## src/design/quad_settings.svh

```systemverilog
`ifndef QUAD_SETTINGS_SVH
`define QUAD_SETTINGS_SVH

// Array sizes
`define NUM_CE          4
`define KERNEL_TAPS     3
`define PFB_DEPTH       8
`define SET_QUEUE_DEPTH 4

// Datapath widths
`define PIXEL_WIDTH     8
`define WEIGHT_WIDTH    8

// Three 16 bit products summed, with headroom
`define RESULT_WIDTH    20

// Pixel count of one job
`define COUNT_WIDTH     8

`endif

```

## src/design/quad_pkg.sv

```systemverilog
`include "quad_settings.svh"

package quad_pkg;

    // Signed datapath values
    typedef logic signed [`PIXEL_WIDTH-1:0]  pixel_t;
    typedef logic signed [`WEIGHT_WIDTH-1:0] weight_t;
    typedef logic signed [`RESULT_WIDTH-1:0] result_t;

    // Pixel and result-set counts
    typedef logic [`COUNT_WIDTH-1:0] count_t;

    // Engine index times taps plus tap
    typedef logic [3:0] weight_addr_t;

    typedef enum logic [1:0] {
        st_idle,
        st_active,
        st_drain,
        st_send_complete
    } job_state_t;

endpackage

```

## src/design/job_ctrl.sv

```systemverilog
`timescale 1ns/1ns
`include "quad_settings.svh"

module job_ctrl (
    input  logic             clk_core,
    input  logic             rst,
    input  logic             job_start,
    input  quad_pkg::count_t job_num_pixels,
    input  logic             job_relu,
    input  logic             job_complete_ack,
    input  logic             pixel_fire,
    input  logic             set_done,
    output logic             job_accept,
    output logic             job_complete,
    output logic             idle,
    output logic             fetch_enable,
    output logic             new_job,
    output logic             relu_en
);

    quad_pkg::job_state_t state;
    quad_pkg::count_t     num_pixels;
    quad_pkg::count_t     pixel_cnt;
    quad_pkg::count_t     set_cnt;
    quad_pkg::count_t     sets_expected;

    // One result set per window position
    assign sets_expected = num_pixels - quad_pkg::count_t'(`KERNEL_TAPS - 1);

    assign idle         = (state == quad_pkg::st_idle);
    assign new_job      = idle && job_start;
    assign fetch_enable = (state == quad_pkg::st_active) && (pixel_cnt != num_pixels);
    assign job_complete = (state == quad_pkg::st_send_complete);

    // Job parameters, captured on accept
    always_ff @(posedge clk_core) begin
        if (new_job) begin
            num_pixels <= job_num_pixels;
            relu_en    <= job_relu;
        end
    end

    always_ff @(posedge clk_core) begin
        if (rst) begin
            state      <= quad_pkg::st_idle;
            job_accept <= 1'b0;
            pixel_cnt  <= '0;
            set_cnt    <= '0;
        end else begin
            job_accept <= new_job;
            if (pixel_fire) begin
                pixel_cnt <= pixel_cnt + 1'b1;
            end
            if (set_done) begin
                set_cnt <= set_cnt + 1'b1;
            end

            case (state)
                quad_pkg::st_idle: begin
                    if (job_start) begin
                        state     <= quad_pkg::st_active;
                        pixel_cnt <= '0;
                        set_cnt   <= '0;
                    end
                end
                // All pixels taken in, results still in flight
                quad_pkg::st_active: begin
                    if (pixel_cnt == num_pixels) begin
                        state <= quad_pkg::st_drain;
                    end
                end
                quad_pkg::st_drain: begin
                    if (set_cnt == sets_expected) begin
                        state <= quad_pkg::st_send_complete;
                    end
                end
                quad_pkg::st_send_complete: begin
                    if (job_complete_ack) begin
                        state <= quad_pkg::st_idle;
                    end
                end
                default: state <= quad_pkg::st_idle;
            endcase
        end
    end

endmodule

```

## src/design/prefetch_buffer.sv

```systemverilog
`timescale 1ns/1ns
`include "quad_settings.svh"

module prefetch_buffer (
    input  logic             clk_core,
    input  logic             rst,
    input  logic             new_job,
    input  logic             fetch_enable,
    input  logic             pixel_valid,
    input  quad_pkg::pixel_t pixel_data,
    input  logic             pop,
    output logic             pixel_ready,
    output logic             pixel_fire,
    output quad_pkg::pixel_t pfb_data,
    output logic             pfb_empty
);

    localparam int AW = $clog2(`PFB_DEPTH);

    quad_pkg::pixel_t mem [`PFB_DEPTH];
    logic [AW-1:0]    wr_ptr;
    logic [AW-1:0]    rd_ptr;
    logic [AW:0]      count;
    logic             full;
    logic             do_pop;

    assign full        = (count == (AW + 1)'(`PFB_DEPTH));
    assign pfb_empty   = (count == '0);
    assign pixel_ready = fetch_enable && !full;
    assign pixel_fire  = pixel_valid && pixel_ready;
    assign do_pop      = pop && !pfb_empty;

    // Head of the FIFO shown directly
    assign pfb_data = mem[rd_ptr];

    always_ff @(posedge clk_core) begin
        if (pixel_fire) begin
            mem[wr_ptr] <= pixel_data;
        end
    end

    always_ff @(posedge clk_core) begin
        if (rst || new_job) begin
            wr_ptr <= '0;
            rd_ptr <= '0;
            count  <= '0;
        end else begin
            if (pixel_fire) begin
                wr_ptr <= wr_ptr + 1'b1;
            end
            if (do_pop) begin
                rd_ptr <= rd_ptr + 1'b1;
            end
            case ({pixel_fire, do_pop})
                2'b10:   count <= count + 1'b1;
                2'b01:   count <= count - 1'b1;
                default: count <= count;
            endcase
        end
    end

endmodule

```

## src/design/pixel_window.sv

```systemverilog
`timescale 1ns/1ns
`include "quad_settings.svh"

module pixel_window (
    input  logic             clk_core,
    input  logic             rst,
    input  logic             new_job,
    input  logic             relu_en,
    input  quad_pkg::pixel_t pfb_data,
    input  logic             pfb_empty,
    input  logic             space_ok,
    output logic             pop,
    output quad_pkg::pixel_t window [`KERNEL_TAPS],
    output logic             window_advance,
    output logic             window_valid
);

    localparam int            FW   = $clog2(`KERNEL_TAPS);
    localparam logic [FW-1:0] FULL = FW'(`KERNEL_TAPS - 1);

    quad_pkg::pixel_t history [`KERNEL_TAPS-1];
    quad_pkg::pixel_t pix_in;
    logic [FW-1:0]    fill;

    // Stall when the serializer has no room for sets in flight
    assign pop = !pfb_empty && space_ok;

    assign pix_in = (relu_en && pfb_data[`PIXEL_WIDTH-1]) ? '0 : pfb_data;

    // Window as it stands after this pop, newest pixel in the last tap
    always_comb begin
        for (int k = 0; k < `KERNEL_TAPS - 1; k++) begin
            window[k] = history[k];
        end
        window[`KERNEL_TAPS-1] = pix_in;
    end

    assign window_advance = pop;
    assign window_valid   = pop && (fill == FULL);

    always_ff @(posedge clk_core) begin
        if (pop) begin
            for (int k = 0; k < `KERNEL_TAPS - 2; k++) begin
                history[k] <= history[k+1];
            end
            history[`KERNEL_TAPS-2] <= pix_in;
        end
    end

    always_ff @(posedge clk_core) begin
        if (rst || new_job) begin
            fill <= '0;
        end else if (pop && fill != FULL) begin
            fill <= fill + 1'b1;
        end
    end

endmodule

```

## src/design/weight_table.sv

```systemverilog
`timescale 1ns/1ns
`include "quad_settings.svh"

module weight_table (
    input  logic                   clk_core,
    input  logic                   rst,
    input  logic                   idle,
    input  logic                   weight_valid,
    input  quad_pkg::weight_addr_t weight_addr,
    input  quad_pkg::weight_t      weight_data,
    output logic                   weight_ready,
    output quad_pkg::weight_t      kernel [`NUM_CE][`KERNEL_TAPS]
);

    logic weight_write;

    // Weights only change between jobs
    assign weight_ready = idle;
    assign weight_write = weight_valid && weight_ready;

    always_ff @(posedge clk_core) begin
        for (int c = 0; c < `NUM_CE; c++) begin
            for (int k = 0; k < `KERNEL_TAPS; k++) begin
                if (rst) begin
                    kernel[c][k] <= '0;
                end else if (weight_write &&
                             weight_addr == quad_pkg::weight_addr_t'(c * `KERNEL_TAPS + k)) begin
                    kernel[c][k] <= weight_data;
                end
            end
        end
    end

endmodule

```

## src/design/conv_engine.sv

```systemverilog
`timescale 1ns/1ns
`include "quad_settings.svh"

module conv_engine (
    input  logic              clk_core,
    input  logic              rst,
    input  quad_pkg::pixel_t  window [`KERNEL_TAPS],
    input  logic              window_advance,
    input  logic              window_valid,
    input  quad_pkg::weight_t taps [`KERNEL_TAPS],
    output quad_pkg::result_t ce_sum,
    output logic              ce_sum_valid
);

    localparam int PW = `PIXEL_WIDTH + `WEIGHT_WIDTH;

    logic signed [PW-1:0] prod_q [`KERNEL_TAPS];
    logic                 prod_valid;
    quad_pkg::result_t    sum_next;

    ////////////////////
    // Stage 1 products
    ////////////////////

    always_ff @(posedge clk_core) begin
        if (window_advance) begin
            for (int k = 0; k < `KERNEL_TAPS; k++) begin
                prod_q[k] <= PW'(window[k]) * PW'(taps[k]);
            end
        end
    end

    ////////////////////
    // Stage 2 sum
    ////////////////////

    always_comb begin
        sum_next = '0;
        for (int k = 0; k < `KERNEL_TAPS; k++) begin
            sum_next = sum_next + quad_pkg::result_t'(prod_q[k]);
        end
    end

    always_ff @(posedge clk_core) begin
        if (prod_valid) begin
            ce_sum <= sum_next;
        end
    end

    always_ff @(posedge clk_core) begin
        if (rst) begin
            prod_valid   <= 1'b0;
            ce_sum_valid <= 1'b0;
        end else begin
            prod_valid   <= window_advance && window_valid;
            ce_sum_valid <= prod_valid;
        end
    end

endmodule

```

## src/design/result_serializer.sv

```systemverilog
`timescale 1ns/1ns
`include "quad_settings.svh"

module result_serializer (
    input  logic              clk_core,
    input  logic              rst,
    input  quad_pkg::result_t ce_sum [`NUM_CE],
    input  logic              ce_sum_valid,
    input  logic              result_ready,
    output logic              result_valid,
    output quad_pkg::result_t result_data,
    output logic              set_done,
    output logic              space_ok
);

    localparam int QW = $clog2(`SET_QUEUE_DEPTH);
    localparam int CW = $clog2(`NUM_CE);

    quad_pkg::result_t set_mem [`SET_QUEUE_DEPTH][`NUM_CE];
    logic [QW-1:0]     wr_ptr;
    logic [QW-1:0]     rd_ptr;
    logic [QW:0]       count;
    logic [CW-1:0]     ce_idx;
    logic              fire;

    assign result_valid = (count != '0);
    assign result_data  = set_mem[rd_ptr][ce_idx];
    assign fire         = result_valid && result_ready;
    assign set_done     = fire && (ce_idx == CW'(`NUM_CE - 1));

    // Three slots cover the sets still inside the window and engines
    assign space_ok = (count <= (QW + 1)'(`SET_QUEUE_DEPTH - 3));

    always_ff @(posedge clk_core) begin
        if (ce_sum_valid) begin
            for (int c = 0; c < `NUM_CE; c++) begin
                set_mem[wr_ptr][c] <= ce_sum[c];
            end
        end
    end

    always_ff @(posedge clk_core) begin
        if (rst) begin
            wr_ptr <= '0;
            rd_ptr <= '0;
            count  <= '0;
            ce_idx <= '0;
        end else begin
            if (ce_sum_valid) begin
                wr_ptr <= wr_ptr + 1'b1;
            end
            // Engine 0 first, then the next set
            if (set_done) begin
                rd_ptr <= rd_ptr + 1'b1;
                ce_idx <= '0;
            end else if (fire) begin
                ce_idx <= ce_idx + 1'b1;
            end
            case ({ce_sum_valid, set_done})
                2'b10:   count <= count + 1'b1;
                2'b01:   count <= count - 1'b1;
                default: count <= count;
            endcase
        end
    end

endmodule

```

## src/design/quad_top.sv

```systemverilog
`timescale 1ns/1ns
`include "quad_settings.svh"

module quad_top (
    input  logic                            clk_core,
    input  logic                            rst,

    input  logic                            job_start,
    input  logic [`COUNT_WIDTH-1:0]         job_num_pixels,
    input  logic                            job_relu,
    output logic                            job_accept,
    output logic                            job_complete,
    input  logic                            job_complete_ack,

    input  logic                            weight_valid,
    output logic                            weight_ready,
    input  logic [3:0]                      weight_addr,
    input  logic signed [`WEIGHT_WIDTH-1:0] weight_data,

    input  logic                            pixel_valid,
    output logic                            pixel_ready,
    input  logic signed [`PIXEL_WIDTH-1:0]  pixel_data,

    output logic                            result_valid,
    input  logic                            result_ready,
    output logic signed [`RESULT_WIDTH-1:0] result_data
);

    ////////////////////
    // Internal wiring
    ////////////////////

    logic                            idle;
    logic                            fetch_enable;
    logic                            new_job;
    logic                            relu_en;
    logic                            pixel_fire;
    logic                            set_done;
    logic signed [`PIXEL_WIDTH-1:0]  pfb_data;
    logic                            pfb_empty;
    logic                            pop;
    logic signed [`PIXEL_WIDTH-1:0]  window [`KERNEL_TAPS];
    logic                            window_advance;
    logic                            window_valid;
    logic                            space_ok;
    logic signed [`WEIGHT_WIDTH-1:0] kernel [`NUM_CE][`KERNEL_TAPS];
    logic signed [`RESULT_WIDTH-1:0] ce_sum [`NUM_CE];
    logic                            ce_sum_valid [`NUM_CE];

    job_ctrl u_job_ctrl (
        .clk_core         (clk_core),
        .rst              (rst),
        .job_start        (job_start),
        .job_num_pixels   (job_num_pixels),
        .job_relu         (job_relu),
        .job_complete_ack (job_complete_ack),
        .pixel_fire       (pixel_fire),
        .set_done         (set_done),
        .job_accept       (job_accept),
        .job_complete     (job_complete),
        .idle             (idle),
        .fetch_enable     (fetch_enable),
        .new_job          (new_job),
        .relu_en          (relu_en)
    );

    prefetch_buffer u_prefetch_buffer (
        .clk_core     (clk_core),
        .rst          (rst),
        .new_job      (new_job),
        .fetch_enable (fetch_enable),
        .pixel_valid  (pixel_valid),
        .pixel_data   (pixel_data),
        .pop          (pop),
        .pixel_ready  (pixel_ready),
        .pixel_fire   (pixel_fire),
        .pfb_data     (pfb_data),
        .pfb_empty    (pfb_empty)
    );

    pixel_window u_pixel_window (
        .clk_core       (clk_core),
        .rst            (rst),
        .new_job        (new_job),
        .relu_en        (relu_en),
        .pfb_data       (pfb_data),
        .pfb_empty      (pfb_empty),
        .space_ok       (space_ok),
        .pop            (pop),
        .window         (window),
        .window_advance (window_advance),
        .window_valid   (window_valid)
    );

    weight_table u_weight_table (
        .clk_core     (clk_core),
        .rst          (rst),
        .idle         (idle),
        .weight_valid (weight_valid),
        .weight_addr  (weight_addr),
        .weight_data  (weight_data),
        .weight_ready (weight_ready),
        .kernel       (kernel)
    );

    // One engine per kernel, all fed the same window
    generate
        for (genvar g = 0; g < `NUM_CE; g++) begin : g_ce
            conv_engine u_conv_engine (
                .clk_core       (clk_core),
                .rst            (rst),
                .window         (window),
                .window_advance (window_advance),
                .window_valid   (window_valid),
                .taps           (kernel[g]),
                .ce_sum         (ce_sum[g]),
                .ce_sum_valid   (ce_sum_valid[g])
            );
        end
    endgenerate

    result_serializer u_result_serializer (
        .clk_core     (clk_core),
        .rst          (rst),
        .ce_sum       (ce_sum),
        .ce_sum_valid (ce_sum_valid[0]),
        .result_ready (result_ready),
        .result_valid (result_valid),
        .result_data  (result_data),
        .set_done     (set_done),
        .space_ok     (space_ok)
    );

endmodule

```

## config.mk

```make
export PLATFORM = sky130hd
export DESIGN_NAME = quad_top
export DESIGN_NICKNAME = d
export VERILOG_FILES = /design/src/design/quad_pkg.sv /design/src/design/job_ctrl.sv /design/src/design/prefetch_buffer.sv /design/src/design/pixel_window.sv /design/src/design/weight_table.sv /design/src/design/conv_engine.sv /design/src/design/result_serializer.sv /design/src/design/quad_top.sv
export VERILOG_INCLUDE_DIRS = /design/src /design/src/design
export SDC_FILE = /design/constraint.sdc
export NUM_CORES = 2
export LEC_CHECK = 0
export ABC_AREA = 0
export BUFFER_PORTS_ARGS = -buffer_cell sky130_fd_sc_hd__buf_2
export CAP_MARGIN = 10
export CORE_AREA = 2 2 345 347
export CTS_BUF_LIST = sky130_fd_sc_hd__clkbuf_2
export DETAILED_ROUTE_END_ITERATION = 6
export DIE_AREA = 0 0 347 349
export PLACE_DENSITY = 0.82
export SKIP_LAST_GASP = 1
export SLEW_MARGIN = 5
export SYNTH_ARGS = -nofsm -noshare
export SYNTH_HDL_FRONTEND = slang
export SYNTH_HIERARCHICAL = 1
export SYNTH_SLANG_ARGS = --single-unit
```

## constraint.sdc

```tcl
create_clock -name clk_core -period 7 [get_ports clk_core]
set_clock_uncertainty 0.2 [all_clocks]
set_input_delay 0.35 -clock clk_core [delete_from_list [all_inputs] [get_ports clk_core]]
set_output_delay 0.35 -clock clk_core [all_outputs]
set_load 0.03 [all_outputs]
```

======== Word level (Yosys, flattened, before mapping) ========
Memory sizes are Yosys's and may differ from the RTL's. A register that Yosys moved wholly into a read port is not among the register bits.
Index checks and enable logic that the tools add are counted.
operators by class
  add/sub/neg operators ................... 21
  multiply operators ...................... 12
  div/mod/pow operators ................... 0
  $lt $le $gt $ge ......................... 2
  eq/ne operators ......................... 29
  shift-type cells ........................ 0
  mux-type cells .......................... 27
  bitwise gates (word level) .............. 1
  reduce and logical (&&, ||, !) cells .... 36
operators with widths
  operator             count
  $mul 8x8->16         12
  $add 17x16->18       4
  $add 16x16->17       4
  $mux 8               7
  $bmux 20 s2          1
  $mux 20              2
  $logic_and 1x1->1    25
  $eq 4x4->1 const B   5
  $add 8x1->8 const B  2
  $eq 4x3->1 const B   4
  $eq 8x8->1           2
  $eq 2x2->1 const B   6
  $mux 2               6
  $add 3x1->3 const B  3
  $add 2x1->2 const B  4
  $eq 4x2->1 const B   2
  $logic_not 4->1      2
  $ne 8x8->1           1
  $pmux 2 s4           1
  $pmux 4 s2           1
  $sub 8x2->8 const B  1
  $eq 2x1->1 const B   3
  $mux 1               6
  $mux 3               2
  other kinds (17)     22
word-level totals
  register bits after elaboration ......... 227
  latch bits .............................. 0
  RAM bits ................................ 592
  bits in read-only memories .............. 0
  input port bits ......................... 36
  memories ................................ 7
memory list
  memory                        words  width  read ports  clocked after Yosys merged registers in  wr ports  line                     RTL
  u_result_serializer.set_mem   4      80     1           1                                        1         result_serializer.sv:19  quad_pkg::result_t set_mem [`SET_QUEUE_DEPTH][`NUM_CE];
  u_prefetch_buffer.mem         8      8      1           1                                        1         prefetch_buffer.sv:20    quad_pkg::pixel_t mem [`PFB_DEPTH];
  g_ce[0].u_conv_engine.prod_q  3      16     3           0                                        3         conv_engine.sv:17        logic signed [PW-1:0] prod_q [`KERNEL_TAPS];
  g_ce[1].u_conv_engine.prod_q  3      16     3           0                                        3         conv_engine.sv:17
  g_ce[2].u_conv_engine.prod_q  3      16     3           0                                        3         conv_engine.sv:17
  g_ce[3].u_conv_engine.prod_q  3      16     3           0                                        3         conv_engine.sv:17
  1 more memories               n/a    n/a    n/a         n/a                                      n/a       n/a

======== Depth between registers and ports, before layout ========
  depth after elaboration ................. 7
  depth in mapped cells ................... 22

======== Cells and area by module ========
Netlist, hierarchy kept.
by module, submodules not included
  module                               instances  cells each  area each (µm²)  seq. area each (µm²)
  result_serializer                    1          551         12,590.8         9,829.4
  conv_engine (g_ce[1].u_conv_engine)  1          1,048       10,650.2         2,021.9
  conv_engine (g_ce[3].u_conv_engine)  1          1,042       10,621.4         2,021.9
  conv_engine (g_ce[0].u_conv_engine)  1          1,030       10,585.2         2,021.9
  conv_engine (g_ce[2].u_conv_engine)  1          1,028       10,546.4         2,021.9
  weight_table                         1          343         3,838.7          1,921.8
  prefetch_buffer                      1          169         3,109.2          2,182.1
  job_ctrl                             1          154         1,520.2          650.6
  pixel_window                         1          39          670.6            520.5

======== Worst setup path after synthesis ========
No wires, ideal clock.
  path type ............................... register -> register
  start point ............................. register with a tool-made name
  end point ............................... memory g_ce[2].u_conv_engine/prod_q[0][46] (netlist name), data pin
  setup time .............................. 0.137 ns
  arrival time ............................ 5.937 ns
  path slack .............................. 0.726 ns
  cell stages (with the launch flop) ...... 20
  path buffers ............................ 2
  clock period less this slack ............ 6.274 ns
  cells stage by stage .................... dfxtp_1 -> clkbuf_2 -> buf_1 -> mux4_2 -> mux2_2 -> nor2b_1 -> nand2_1 -> fa_1 -> inv_1 -> fa_1 -> fa_1 -> inv_1 -> fa_1 -> inv_1 -> ha_1 -> or4_1 -> o21ai_1 -> a21oi_1 -> or4_1 -> nand4_1
RTL lines
  element           line
  end: declaration  conv_engine.sv:17

==> summary.md <==
| Metric | Value |
|---|---|
| Global route total overflow | `0` |
| Leak | `30.4 nW` |
| Clk_lat worst skew | `1.51 ns` |
| Multi-input gate area | `36600 µm²` |
| Syn_area_per_cell | `11.9 µm²` |
| Num ports | `61` |
| Share of post-route cells with drive strength above 1 | `10.3%` |
| Worst VDD drop | `0.157 mV` |
| Worst Max-Slew Pin Slew | `1.28 ns` |
| Largest net degree at the start of global routing | `142` |
| Critical Path End Type | `flop` |
| Area delta synth->final | `8.15%` |
| Sequential Area | `23100 µm²` |
| Maxcap violations | `0` |
| Cts bufs inserted | `203` |
| Count of final hold-check violations | `0` |
| RSZ-0062 raised after global routing | `no` |
| Tmin final | `6.58 ns` |
| CP arrival | `7.53 ns` |
| CP Max Fanout | `33` |
| Final TNS setup | `0 ns` |
| TritonCTS clock tree | `yes` |
| Fin nets | `6943` |
| H-tree depth | `4` |
| DRC | `0` |
| PortBufs | `60` |
| Final hold slack | `0.279 ns` |
| Vias in the first global route | `42700` |
| Clock transition at the registers of the reported paths | `0.10 ns` |
| Post CTS Setup Buffer Count | `0` |
| CORE AREA | `117000 µm²` |
| WP data required | `7.95 ns` |
| Global-route wire length before repair | `232000 µm` |
| Gpl congestion | `0.910` |
| Synth Net Count | `6597` |
| Clk sinks | `819` |
| Synthesized cell area | `64100 µm²` |
| DP HPWL | `108000 µm` |
| Vias per cell | `5.47` |
| Max Root-Sink Buffers | `3` |
| Max Slew Vio Count | `0` |
| CTS Hold Bufs | `102` |
| Die Y | `349 µm` |
| Pre-CTS setup slack | `0.524 ns` |
| Std cell rows | `126` |
| Via count | `40700` |
| Final setup violation count | `0` |
| Status | `completed` |
| Drt wl/cell | `19.4 µm` |
| Post-DRT Antenna Nets | `0` |
| Cell Pwr Density | `184 nW/µm²` |
| Full die area | `121000 µm²` |
| Post-CTS sizing | `0` |
| Number of synthesis warnings | `6` |
| Overall Global Routing Usage | `24.6%` |
| Hold Path Class | `reg -> reg` |
| Root buffer cell | `clkbuf_2` |
| Setup WS post-layout | `0.423 ns` |
| Worst slew margin | `14.6%` |
| Die X | `347 µm` |
| DRT iter0 DRCs | `3282` |
| DRT Pass-1 Iters | `6` |
| Initial Util | `54.5%` |
| Setup Crit Path Kind | `reg -> reg` |
| Fillcell total | `9013` |
| Synthesized netlist cell count | `5398` |
| Total wire length | `145000 µm` |
| Antenna violations before repair | `11` |
| Fmax | `0.152 GHz` |
| Worst setup SP type | `flop` |
| Tcrit/Tclk final | `94.0%` |
[sequential cells by signal, indices dropped and copies added (netlist names), 3 cells and up, named ones only]
name and count:
u_result_serializer/set_mem 320, u_job_ctrl/num_pixels 8, g_ce.u_conv_engine/prod_q 192, u_result_serializer/count 3, u_job_ctrl/pixel_cnt 8, g_ce.u_conv_engine/prod_valid 4
u_weight_table/kernel 96, u_pixel_window/history 16, u_prefetch_buffer/mem 64, u_prefetch_buffer/rd_ptr 3, g_ce.u_conv_engine/ce_sum 72, u_prefetch_buffer/count 4
u_prefetch_buffer/wr_ptr 3, u_job_ctrl/set_cnt 8
[final cells by class]
class / instances / area share [%]
multi-input combinational: 3455 / 52.8
sequential: 819 / 33.4
inverter: 1046 / 5.67
tap: 1536 / 2.77
timing repair buffer: 219 / 2.56
clock buffer: 302 / 2.18
clock inverter: 68 / 0.592
antenna: 5 / 0.0181
[cells in the final DEF (no fill, tap or decap), types with 80 or more instances in the layout]
master,count
inv_1,1045
fa_1,728
edfxtp_1,673
and2_1,539
ha_1,435
clkbuf_2,302
nand2_1,238
xnor2_1,213
nand2b_1,150
dfxtp_1,144
nor2_1,128
a21oi_1,117
nor2b_1,117
mux2i_1,107
dlygate4sd3_1,102
mux4_2,80
[critical path, cell delays in order, from the launching register on]
cell and delay (ns):
dfxtp_1 0.52, buf_4 0.33, mux4_2 0.54, mux2_2 0.27, and2_1 0.14, buf_4 0.25, and2_1 0.24, fa_1 0.53
inv_1 0.05, fa_1 0.49, inv_1 0.07, fa_1 0.54, inv_1 0.06, fa_1 0.55, inv_1 0.05, ha_1 0.34
o21ai_0 0.15, a21oi_1 0.15, o41ai_1 0.57, o311ai_0 0.23
[where the power goes]
group	internal, mW	switching, mW
Clock	1.27	2.02
Combinational	1.30	2.21
Sequential	5.67	0.264
[metal layers]
| layer | vias to the layer above | wire (µm) | GRT usage (%) |
|---|---|---|---|
| li1 | 18500 | - | - |
| met1 | 20500 | 59000 | 32.4 |
| met2 | 1402 | 70300 | 40.9 |
| met3 | 279 | 10600 | 4.43 |
| met4 | 4 | 4880 | 9.28 |
| met5 | - | 27 | 0 |
[per-stage QoR]
| step | instance area (µm²) | std cells | power, mW | utilization (%) |
|---|---|---|---|---|
| CTS | 69300 | 7445 | 12.7 | 59.0 |
| floorplan | 64100 | 5398 | 8.19 | - |
| detailed placement | 66300 | 6973 | 9.43 | 56.5 |
| global placement | 66300 | 6973 | 9.29 | 56.5 |
| finish | 69300 | 7450 | 12.7 | 59.0 |
| global route | 69300 | 7447 | 13.4 | 59.0 |
[path summary, 6_finish.rpt]
| kind | from | to | slack, ns | cells after the start |
|---|---|---|---|---|
| max | flop | g_ce[1].u_conv_engine/prod_q[0][46] | 0.42 | 19 |
| min | g_ce[3].u_conv_engine/ce_sum[0] | u_result_serializer/set_mem[2][0] | 0.28 | 0 |
| max reg2reg | flop | g_ce[1].u_conv_engine/prod_q[0][46] | 0.42 | 19 |
| min reg2reg | g_ce[3].u_conv_engine/ce_sum[0] | u_result_serializer/set_mem[2][0] | 0.28 | 0 |
Note: power is estimated with default switching activity, not from simulation.
